[src/rtl/l2_settings.svh]
`ifndef L2_SETTINGS_SVH
`define L2_SETTINGS_SVH

// ---------------------------------------------------------------------------
// cache geometry
// ---------------------------------------------------------------------------
`define L2_WAYS       4     // ways per set
`define L2_NUM_SETS   16
`define L2_LINE_BITS  64    // a whole line moves in one beat
`define L2_ADDR_BITS  16    // line address, no byte offset

// ---------------------------------------------------------------------------
// miss handling
// ---------------------------------------------------------------------------
`define L2_NUM_MSHRS  4     // keep a power of two, the indices wrap freely

`endif
[src/rtl/l2_pkg.sv]
`include "l2_settings.svh"

package l2_pkg;

    // address split is {tag, set}, the set index sits in the low bits
    typedef logic [`L2_ADDR_BITS-1:0] addr_t;
    typedef logic [`L2_LINE_BITS-1:0] line_t;
    typedef logic [$clog2(`L2_NUM_SETS)-1:0] set_idx_t;
    typedef logic [`L2_ADDR_BITS-$clog2(`L2_NUM_SETS)-1:0] tag_t;

    typedef logic [$clog2(`L2_WAYS)-1:0] way_idx_t;
    typedef logic [$clog2(`L2_WAYS)-1:0] age_t;      // highest age is most recent
    typedef logic [$clog2(`L2_NUM_MSHRS)-1:0] mshr_idx_t;

    // line fill: r beat taken, set read, then install
    typedef enum logic [1:0] {
        FILL_IDLE,
        FILL_READ,
        FILL_INSTALL
    } fill_state_t;

    // victim write-back over aw/w, then wait for b
    typedef enum logic [1:0] {
        WB_IDLE,
        WB_SEND,
        WB_WAIT_RESP
    } wb_state_t;

endpackage

[src/rtl/l2_mshr_queue.sv]
`timescale 1ns/1ps
`include "l2_settings.svh"

module l2_mshr_queue (
    input  logic          clock,
    input  logic          reset,
    input  logic          push,
    input  l2_pkg::addr_t push_addr,
    input  l2_pkg::addr_t match_addr,
    output logic          pending,
    output logic          full,
    output logic          empty,
    output l2_pkg::addr_t head_addr,
    input  logic          pop,
    output logic          ar_valid,
    input  logic          ar_ready,
    output l2_pkg::addr_t ar_addr
);
    import l2_pkg::*;

    logic [`L2_NUM_MSHRS-1:0] entry_valid;
    logic [`L2_NUM_MSHRS-1:0] sent;        // address already went out on ar
    addr_t                    addrs [`L2_NUM_MSHRS];

    mshr_idx_t free_idx;    // next slot to fill
    mshr_idx_t issue_idx;   // next slot to send on ar
    mshr_idx_t wait_idx;    // oldest slot, waits for its r beat

    assign full      = entry_valid[free_idx];
    assign empty     = !entry_valid[wait_idx];
    assign head_addr = addrs[wait_idx];

    // ar follows push order, and DRAM answers in ar order
    assign ar_valid = entry_valid[issue_idx] && !sent[issue_idx];
    assign ar_addr  = addrs[issue_idx];

    always_comb begin
        pending = 1'b0;
        for (int i = 0; i < `L2_NUM_MSHRS; i++) begin
            if (entry_valid[i] && addrs[i] == match_addr) pending = 1'b1;
        end
    end

    // ------------------------------------------------------------------------
    // indices and status bits
    // ------------------------------------------------------------------------
    always_ff @(posedge clock) begin
        if (reset) begin
            entry_valid <= '0;
            sent        <= '0;
            free_idx    <= '0;
            issue_idx   <= '0;
            wait_idx    <= '0;
        end else begin
            if (push) begin
                entry_valid[free_idx] <= 1'b1;
                free_idx              <= free_idx + 1'b1;
            end
            if (ar_valid && ar_ready) begin
                sent[issue_idx] <= 1'b1;
                issue_idx       <= issue_idx + 1'b1;
            end
            if (pop) begin     // head was sent long ago, no clash with the issue side
                entry_valid[wait_idx] <= 1'b0;
                sent[wait_idx]        <= 1'b0;
                wait_idx              <= wait_idx + 1'b1;
            end
        end
    end

    always_ff @(posedge clock) begin
        if (push) addrs[free_idx] <= push_addr;
    end

endmodule

[config.mk]
export PLATFORM = sky130hd
export DESIGN_NAME = l2_mshr_queue
export DESIGN_NICKNAME = d
export VERILOG_FILES = /design/src/rtl/l2_pkg.sv /design/src/rtl/l2_mshr_queue.sv
export VERILOG_INCLUDE_DIRS = /design/src /design/src/rtl
export SDC_FILE = /design/constraint.sdc
export NUM_CORES = 1
export LEC_CHECK = 0
export ABC_CLOCK_PERIOD_IN_PS = 1950
export BUFFER_PORTS_ARGS = -buffer_cell sky130_fd_sc_hd__buf_2
export CAP_MARGIN = 20
export CORE_UTILIZATION = 48
export CTS_CLUSTER_SIZE = 16
export DETAILED_ROUTE_END_ITERATION = 10
export HOLD_SLACK_MARGIN = 0.05
export PLACE_DENSITY = 0.7
export SYNTH_ARGS = -nofsm -noshare
export SYNTH_HDL_FRONTEND = slang
export SYNTH_SLANG_ARGS = --single-unit
[constraint.sdc]
create_clock -name clock -period 1.95 [get_ports clock]
set_input_delay 0.195 -clock clock [delete_from_list [all_inputs] [get_ports clock]]
set_output_delay 0.195 -clock clock [all_outputs]
set_load 0.1 [all_outputs]
==> results of run 1 <==
## metrics by stage
step | utilization | power, mW | TNS [ns] | setup WS (ns) | cell area, sq um
3_3_place_gp | 0.562 | 3.47 | 0 | 0.0874 | 4900
6_report | 0.611 | 4.56 | -0.225 | -0.225 | 5330
2_1_floorplan | - | 3.19 | 0 | 0.0162 | 4340
5_1_grt | 0.611 | 4.72 | -0.405 | -0.310 | 5330
4_1_cts | 0.595 | 4.53 | -0.218 | -0.218 | 5190
3_5_place_dp | 0.562 | 3.48 | 0 | 0.0528 | 4900
## repair_timing
item	4_1_cts	5_1_grt
cloned	0	1
gates resized for setup	29	31
hold endpoints to repair	7	7
endpoints found under the setup margin	24	16
pin swaps	11	2
hold buffers	2	2
buffers inserted	3	2
## registers in the layout (all words and copies together), names as in the netlist, named ones only
name,count
wait_idx,2
sent,4
addrs,64
entry_valid,4
free_idx,2
issue_idx,2
## cells by family (layout without fill, tap and decap cells)
| kind of cell | Yosys count | count (layout) | share of synthesized area |
|---|---|---|---|
| flops | 82 | 82 | 0.527 |
| xor+xnor | 67 | 67 | 0.137 |
| simple gates | 48 | 48 | 0.0641 |
| mux | 39 | 39 | 0.191 |
| buf+inv | 25 | 113 | 0.0245 |
| compound gates | 14 | 14 | 0.0217 |
| fa+ha+maj | 12 | 12 | 0.0346 |
## area by class of cell
| type | count | share of cell area |
|---|---|---|
| sequential | 82 | 0.429 |
| timing repair buffer | 90 | 0.134 |
| clock buffer | 14 | 0.0268 |
| multi-input combinational | 180 | 0.379 |
| inverter | 8 | 0.00564 |
| clock inverter | 1 | 0.000940 |
| tap | 108 | 0.0254 |
## placed cells by master, fill, tap and decap left out, types with 2 or more instances in the layout
master	Yosys	layout
nand2_1	5	5
and2b_4	2	2
nor2b_1	4	4
dlygate4sd3_1	0	4
nor4_1	9	3
ha_1	12	12
buf_4	0	34
inv_1	7	7
xnor2_1	39	39
clkbuf_1	12	5
clkbuf_8	0	9
dfxtp_1	18	17
a21oi_1	5	5
buf_6	1	7
nand4_1	10	10
buf_12	0	6
edfxtp_1	64	64
mux2i_1	3	3
nor2_1	9	9
o21a_1	4	4
a21oi_2	3	3
mux4_2	35	35
and2_1	4	4
and2b_1	2	2
xor2_2	0	4
buf_2	4	37
xor2_1	27	23
nor4_2	0	6
## report_power, final
part	switching (mW)	internal, mW	total [mW]
clock network	0.551	0.457	1.01
registers	0.0738	1.97	2.05
logic	1.04	0.458	1.50
total	1.67	2.89	4.56
## worst max-delay path: stages (launching register included)
cell      delay [ns]
edfxtp_1        0.44
xor2_2          0.22
nor4_1          0.10
nand4_1         0.08
nor2_1          0.05
or4_4           0.55
buf_12          0.19
## per-layer routing
layer	up-vias	share of wire	track usage	wire length, microns
met5	-	0	0	0
met2	111	0.48	0.359	4840
met3	10	0.070	0.0426	697
met1	1310	0.43	0.317	4350
met4	0	0.012	0.0689	122
li1	1243	-	-	-
## how the worst max path moves through the flow
| stage | end |
|---|---|
| 4_1_cts | pending |
| 2_1_floorplan | register |
| 3_5_place_dp | pending |
| 3_3_place_gp | pending |
| 5_1_grt | pending |
| 6_report | pending |
==> metrics, run 1 <==
run status=finished with violations; violated checks=negative setup slack; clock sinks=82; #FFs+latches synth=82; PD cells=856 mW/mm^2; Iter 0 DRT Violations=182; hold worst-path end=addrs[2][5]$_DFFE_PP_; Die H=97.0 microns; critical path startpoint category=register; Post-synth ARST share=0; final setup vio count=1; CTS H-tree lvls=3; DIE AREA=0.00941 sq mm; largest net degree at the start of global routing=18; R2R depth=5; register area=0.00228 sq mm; CTS tree=yes; CP Launch Point=addrs[2][7]$_DFFE_PP_; DP Wirelength=7030 microns; DR pass1 iterations=4; Post-Syn Area=0.00433 sq mm; HP Class=input port to register; Max-slew headroom=0.679; Worst Skew=0.00469 ns; initial antenna violation count=0; detailed-route vias per instance=5.54; clk_lat worst skew=0.35 ns; n_diodes=0; top cells by area, synth=edfxtp_1 (44%), mux4_2 (18%), dfxtp_1 (8.3%); Worst IR Drop VDD=570 uV; Mapped Cells=287; Clock transition at path regs=0.08 ns; Die X=97.0 microns; Rows=34; Core Footprint=0.00872 sq mm; first-pass GRT wire length=15700 microns; Total Routing Usage GR=0.226; Netlist cell types=30; final hold slack=0.0550 ns; drc violations=0; IO Count=73; Final Hold Fails=0; syn_area_per_cell=15.1 sq um; CTS Buf Count=9; Synth top area share=0.443; Worst setup EP type=primary output; routability cong.=0.817; start of the worst register-to-register path=entry_valid[2]$_SDFF_PP0_; unrepaired setup endpoints after global routing=true; Max Cap Violations=0; WL final=10000 microns; grt total ovfl=0; Static Leak=1.87 nW; Synth Flop Type=edfxtp_1; r2r endpoint=issue_idx[0]$_SDFFE_PP0N_; vias in the first global route=2850; Min-Delay Startpoint=push_addr[5]; IO Port Bufs=72; clock root buffer master=clkbuf_8; register-to-register setup slack=0.39 ns; Synth-to-Final Area Change=22.9%; Initial Util=0.497; post-synthesis sequential area ratio=0.527; Hold Crit Depth=1; cell taking the most area after synthesis=edfxtp_1; fill cell count=664; Final Cycle Share=1.12; Multi-input gate area=0.00202 sq mm; Post-Syn Nets=336; minimum clock period=2.17 ns; Antenna Violating Nets Remaining=0; number of synthesized flops with an enable pin=64; crit-path max FO=2; wire per inst=20.7 microns; via count=2674; Finished Layout Cells=483; final net count=420; layout cell share with drive strength beyond 1=0.405; critical path type=register to primary output; Worst Path Required=1.75 ns; Post-synth top cells=edfxtp_1 (64), xnor2_1 (39), mux4_2 (35); Longest Clk Path Bufs=2; Ys Warns=0; top-count cell post-synth=edfxtp_1; placed cells=458; setup slack after layout=-0.225 ns; Worst Tran Pin Value=0.484 ns; Worst EP arrival=1.98 ns; Fmax achieved=0.460 GHz; Final Slew Violations=0
Power figures use the tool's default switching activity.
==> run 2: changes to the inputs <==
RECOVER_POWER = 50   (was unset)
==> run 2 against run 1 <==
The run still ends with negative setup slack left. Utilization down 0.43 points. Critical path depth unchanged. Sequential power about the same. Die area unchanged. Global-route usage unchanged. Critical path type unchanged. Largest cell class unchanged. Largest power group unchanged.
==> metrics, run 2 (synthesized netlist as in run 1, its figures left out) <==
drc violations=0 (unchanged); Final Hold Fails=0 (unchanged); IO Port Bufs=72 (unchanged); slowest CP cell=or4_4; Fmax achieved=0.460 GHz (about the same); clock root buffer master=clkbuf_8; combinational cell fraction of total power=0.327 (-0.003); first-pass GRT wire length=15700 microns (unchanged); Max-slew headroom=0.626 (-0.0538); Die H=97.0 microns (unchanged); most frequent cells in the layout=edfxtp_1 (64), xnor2_1 (39), mux4_2 (35); sequential share of power=0.451 (+0.002); clk_lat worst skew=0.35 ns (about the same); largest net degree at the start of global routing=18 (unchanged); Antenna Violating Nets Remaining=0 (unchanged); run status=finished with violations; Clock transition at path regs=0.08 ns (about the same); grt total ovfl=0 (unchanged); critical path type=register to primary output; Pint=2.88 mW (-0.41%); Worst Tran Pin Value=0.562 ns (+0.0773 ns); unrepaired setup endpoints after global routing=true; CTS tree=yes; detailed-route vias per instance=5.56 (+0.41%); most common cell after layout, fill and taps aside=edfxtp_1; Synth-to-Final Area Change=22.0%; NetSw=1.67 mW (+0.12%); DP Wirelength=7030 microns (unchanged); DIE AREA=0.00941 sq mm (unchanged); max reg flops=64 (unchanged); CP max stage delay=0.56 ns (about the same); initial antenna violation count=0 (unchanged); CP bufs+invs=1 (unchanged); IO Count=73 (unchanged); Worst setup EP type=primary output; Longest Clk Path Bufs=2 (unchanged); setup slack after layout=-0.224 ns (+0.00136 ns); final net count=420 (unchanged); Total Routing Usage GR=0.226 (unchanged); layout cell share with drive strength beyond 1=0.363 (-0.0427); HP Class=input port to register; Finished Layout Cells=483 (unchanged); WL final=10000 microns (+0.38%); Top reg by flops=addrs; routability cong.=0.817 (unchanged); Worst IR Drop VDD=574 uV (+0.76%); Largest regs=addrs x64, entry_valid x4, sent x4; PD cells=860 mW/mm^2 (+0.49%); violated checks=negative setup slack; Rows=34 (unchanged); Die X=97.0 microns (unchanged); Worst Path Required=1.75 ns (about the same); placed cells=458 (unchanged); worst path cell trace=xor2_2 > nor4_1 > nand4_1 > nor2_1 > or4_4 > buf_12; n_diodes=0 (unchanged); Final Cycle Share=1.11 (about the same); sw frac=0.367 (+0.00123); wire per inst=20.8 microns (+0.38%); DR pass1 iterations=4 (unchanged); Worst Skew=0.00351 ns (-0.00118 ns); Pwr Total=4.55 mW (-0.22%); Final Slew Violations=0 (unchanged); Initial Util=0.497 (unchanged); Static Leak=1.82 nW (-2.7%); CTS Buf Count=9 (unchanged); via count=2685 (+0.41%); Crit path max-delay family=simple AND/OR/NAND/NOR gates; Iter 0 DRT Violations=179 (-1.6%); minimum clock period=2.17 ns (-0.00136 ns); critical path startpoint category=register; vias in the first global route=2850 (unchanged); crit-path max FO=2 (unchanged); Core Footprint=0.00872 sq mm (unchanged); clock sinks=82 (unchanged); Max Cap Violations=0 (unchanged); final setup vio count=1 (unchanged); Worst EP arrival=1.98 ns (about the same); Clock power frac=0.222 (about the same); CTS H-tree lvls=3 (unchanged)
-- run 2: layer usage --
| metal | wire, microns | global-route usage | share of wire | up-vias |
|---|---|---|---|---|
| met4 | 122 | 0.0689 | 0.012 | 0 |
| li1 | - | - | - | 1243 |
| met5 | 0 | 0 | 0 | - |
| met2 | 4900 | 0.359 | 0.49 | 105 |
| met3 | 646 | 0.0426 | 0.064 | 10 |
| met1 | 4380 | 0.317 | 0.44 | 1327 |
-- run 2: power groups by stage --
stage          Sequential, mW  Combinational, mW  Clock [mW]
2_1_floorplan            2.06               1.12           0
3_3_place_gp             2.08               1.39           0
4_1_cts                  2.04               1.46        1.03
3_5_place_dp             2.08               1.40           0
6_report                 2.05               1.49        1.01
5_1_grt                  2.06               1.55        1.10
-- run 2: metrics by stage --
stage / setup TNS [ns] / util / setup WS, ns / hold WS, ns / instance area [sq um]
floorplan: 0 / - / 0.0162 / 0.294 / 4340
global placement: 0 / 0.562 / 0.0874 / 0.411 / 4900
detailed placement: 0 / 0.562 / 0.0528 / 0.411 / 4900
CTS: -0.218 / 0.595 / -0.218 / 0.0513 / 5190
global route: -0.405 / 0.606 / -0.310 / 0.102 / 5290
finish: -0.224 / 0.606 / -0.224 / 0.0969 / 5290
-- run 2: path summary, 6_finish.rpt --
kind                            start                   endpoint  slack [ns]  cells after the start
max reg2reg  free_idx[0]$_SDFFE_PP0P_  entry_valid[0]$_SDFF_PP0_        0.31                      5
min reg2reg        sent[3]$_SDFF_PP0_         sent[3]$_SDFF_PP0_        0.50                      2
min                      push_addr[5]      addrs[2][5]$_DFFE_PP_         0.1                      1
max             addrs[2][7]$_DFFE_PP_                    pending       -0.22                      6
-- run 2: final cells by class --
cell class	count	area, sq um
fillers	675	3430
well taps	108	135
repair buffers	90	674
multi-input cells	180	2020
clock inverters	1	5.00
clock buffers	14	143
inverters	8	30.0
flip-flops and latches	82	2280
-- run 2: timing repair --
action | CTS | global route
cloned | 0 | 1
endpoints found under the hold margin | 7 | 7
endpoints found under the setup margin | 24 | 16
buffers inserted | 3 | 2
resized for setup | 29 | 31
hold buffers | 2 | 2
pin swaps | 11 | 2
-- run 2: worst reg2reg max path: cells and delay by family (launching register included) --
family                     cells  cell delay, ns
adders and majority gates      1            0.20
AOI/OAI and AO/OA              1            0.30
DFF                            1            0.45
and+or+nand+nor                1            0.14
buffers and inverters          2            0.45
==> run 3: changes to the inputs <==
BUFFER_PORTS_ARGS = -buffer_cell sky130_fd_sc_hd__clkbuf_2   (was -buffer_cell sky130_fd_sc_hd__buf_2)
CORE_ASPECT_RATIO = 0.75   (was unset)
==> run 3 against run 2 <==
Sequential cell count is the same. Sequential share of layout area down 3.7 points. The run ends with design-rule violations, negative setup slack left. Global-route usage is 0.95 points higher. Register-to-register slack got worse by 0.21 ns. Clock skew rose by 0.00059 ns. First-iteration DRC count up 84%. Worst setup slack gained 0.046 ns. Final cell count rose by 0.41%.
==> metrics, run 3 (synthesized netlist as in run 1, its figures left out) <==
max reg flops=64 (unchanged); R2R depth=4 (-1); routability cong.=0.799 (-2.3%); placed cells=460 (+0.44%); Max-slew headroom=0.339 (-0.287); Total Routing Usage GR=0.235 (+0.00954); DP Wirelength=7700 microns (+9.6%); Max Cap Violations=0 (unchanged); Largest regs=addrs x64, entry_valid x4, sent x4; Final Cycle Share=1.09 (-0.0238); slowest CP cell=edfxtp_1; start of the worst register-to-register path=free_idx[0]$_SDFFE_PP0P_; cts hold-fix bufs=0 (-2); run status=finished with violations; Fmax achieved=0.470 GHz (+2.2%); Rows=29 (-15%); combinational cell fraction of total power=0.322 (-0.005); sw frac=0.343 (-0.0246); Pint=3.57 mW (+24%); Multi-input gate area=0.00202 sq mm (about the same); grt total ovfl=0 (unchanged); clock sinks=82 (unchanged); Die X=112 microns (+15%); sequential share of power=0.376 (-0.075); layout cell share with drive strength beyond 1=0.377 (+0.0140); setup slack after layout=-0.177 ns (+0.0465 ns); Antenna Violating Nets Remaining=0 (unchanged); clk_lat worst skew=0.33 ns (-0.02 ns); minimum clock period=2.13 ns (-0.0465 ns); Die H=84.3 microns (-13%); wire per inst=21.6 microns (+3.8%); hold worst-path end=addrs[1][5]$_DFFE_PP_; Initial Util=0.504 (+0.00701); CTS Buf Count=9 (unchanged); final setup vio count=2 (+1); Final Hold Fails=0 (unchanged); Longest Clk Path Bufs=2 (unchanged); Final Slew Violations=0 (unchanged); register area=0.00228 sq mm (about the same); Synth-to-Final Area Change=33.4%; NetSw=1.86 mW (+12%); CTS tree=yes; crit-path max FO=2 (unchanged); PD cells=941 mW/mm^2 (+9.4%); Min-Delay Startpoint=push_addr[5]; drc violations=6 (+6); CTS H-tree lvls=3 (unchanged); Iter 0 DRT Violations=329 (+84%); most common cell after layout, fill and taps aside=edfxtp_1; first-pass GRT wire length=16100 microns (+2.2%); Worst EP arrival=1.93 ns (-0.05 ns); Pwr Total=5.44 mW (+20%); Finished Layout Cells=485 (+0.41%); Core Footprint=0.00860 sq mm (-1.4%); initial antenna violation count=0 (unchanged); Worst IR Drop VDD=548 uV (-4.7%); final net count=421 (+0.24%); pre-CTS setup slack=0.108 ns (+0.0548 ns); Clock power frac=0.301 (+0.079); Clock transition at path regs=0.06 ns (-0.02 ns); DIE AREA=0.00942 sq mm (about the same); final hold slack=0.107 ns (+0.0104 ns); CP max stage delay=0.40 ns (-0.16 ns); DR pass1 iterations=7 (+3); IO Port Bufs=72 (unchanged); Worst setup EP type=primary output; clock root buffer master=clkbuf_16; worst path cell trace=xor2_1 > nor4_1 > nand4_1 > nor4_2 > or4_4 > buf_12; detailed-route vias per instance=5.80 (+4.4%); Worst Skew=0.00410 ns (+0.000588 ns); violated checks=design-rule violations, negative setup slack; register-to-register setup slack=0.10 ns (-0.21 ns); n_diodes=0 (unchanged); Setup TNS Final=-0.278 ns (-0.0550 ns); WL final=10500 microns (+4.2%); critical path type=register to primary output; Worst Tran Pin Value=0.991 ns (+0.430 ns); HP Class=input port to register; Hold Crit Depth=1 (unchanged); unrepaired setup endpoints after global routing=true; via count=2814 (+4.8%); Static Leak=2.02 nW (+11%); r2r endpoint=addrs[3][2]$_DFFE_PP_; Worst Path Required=1.75 ns (about the same); Top reg by flops=addrs; IO Count=73 (unchanged); critical path startpoint category=register; fill cell count=601 (-11%); most frequent cells in the layout=edfxtp_1 (64), xnor2_1 (39), buf_12 (37); vias in the first global route=2856 (+0.21%); largest net degree at the start of global routing=18 (unchanged)
[run 3: worst max-delay path: cells and delay by family (launching register included)]
family / cells / cell delay (ns)
AND/OR/NAND/NOR: 4 / 0.85
XOR/XNOR: 1 / 0.19
buffers and inverters: 1 / 0.16
flip-flops: 1 / 0.40
[run 3: power by group through the flow]
| stage | registers (mW) | logic, mW | clock network [mW] |
|---|---|---|---|
| after floorplan | 2.06 | 1.12 | 0 |
| after global placement | 2.08 | 1.73 | 0 |
| after detailed placement | 2.08 | 1.73 | 0 |
| after CTS | 2.05 | 1.76 | 1.66 |
| after global routing | 2.06 | 1.80 | 1.75 |
| final | 2.05 | 1.75 | 1.64 |
[run 3: cell type report]
| cell class | count | area share |
|---|---|---|
| Clock buffer | 10 | 0.0433 |
| Clock inverter | 6 | 0.00801 |
| Inverter | 8 | 0.00519 |
| Multi-Input combinational cell | 180 | 0.349 |
| Sequential cell | 82 | 0.395 |
| Tap cell | 108 | 0.0234 |
| Timing Repair Buffer | 91 | 0.176 |
[run 3: metal layers]
| metal | global-route usage | wire [microns] | share of wire | up-vias |
|---|---|---|---|---|
| li1 | - | - | - | 1245 |
| met1 | 0.349 | 4800 | 0.46 | 1413 |
| met2 | 0.348 | 4640 | 0.44 | 143 |
| met3 | 0.0578 | 917 | 0.088 | 13 |
| met4 | 0.0614 | 118 | 0.011 | 0 |
| met5 | 0 | 0 | 0 | - |
[run 3: what timing repair did]
item                                    4_1_cts  5_1_grt
pin swaps                                    17        1
endpoints found under the hold margin         0        0
setup buffers                                 9        0
resized for setup                             7        5
endpoints found under the setup margin        2        2
[run 3: worst max-delay path by stage]
stage	from	endpoint	depth (start not counted)
5_1_grt	addrs[1][5]$_DFFE_PP_	pending	6
4_1_cts	addrs[0][4]$_DFFE_PP_	pending	6
2_1_floorplan	issue_idx[0]$_SDFFE_PP0N_	register	6
3_5_place_dp	addrs[0][15]$_DFFE_PP_	pending	6
3_3_place_gp	addrs[2][4]$_DFFE_PP_	pending	6
6_report	addrs[1][11]$_DFFE_PP_	pending	6
[run 3: metrics by stage]
| stage | area [sq um] | utilization |
|---|---|---|
| CTS | 5790 | 0.673 |
| finish | 5780 | 0.672 |
| global route | 5780 | 0.672 |
| global placement | 5380 | 0.626 |
| floorplan | 4340 | - |
| detailed placement | 5380 | 0.626 |
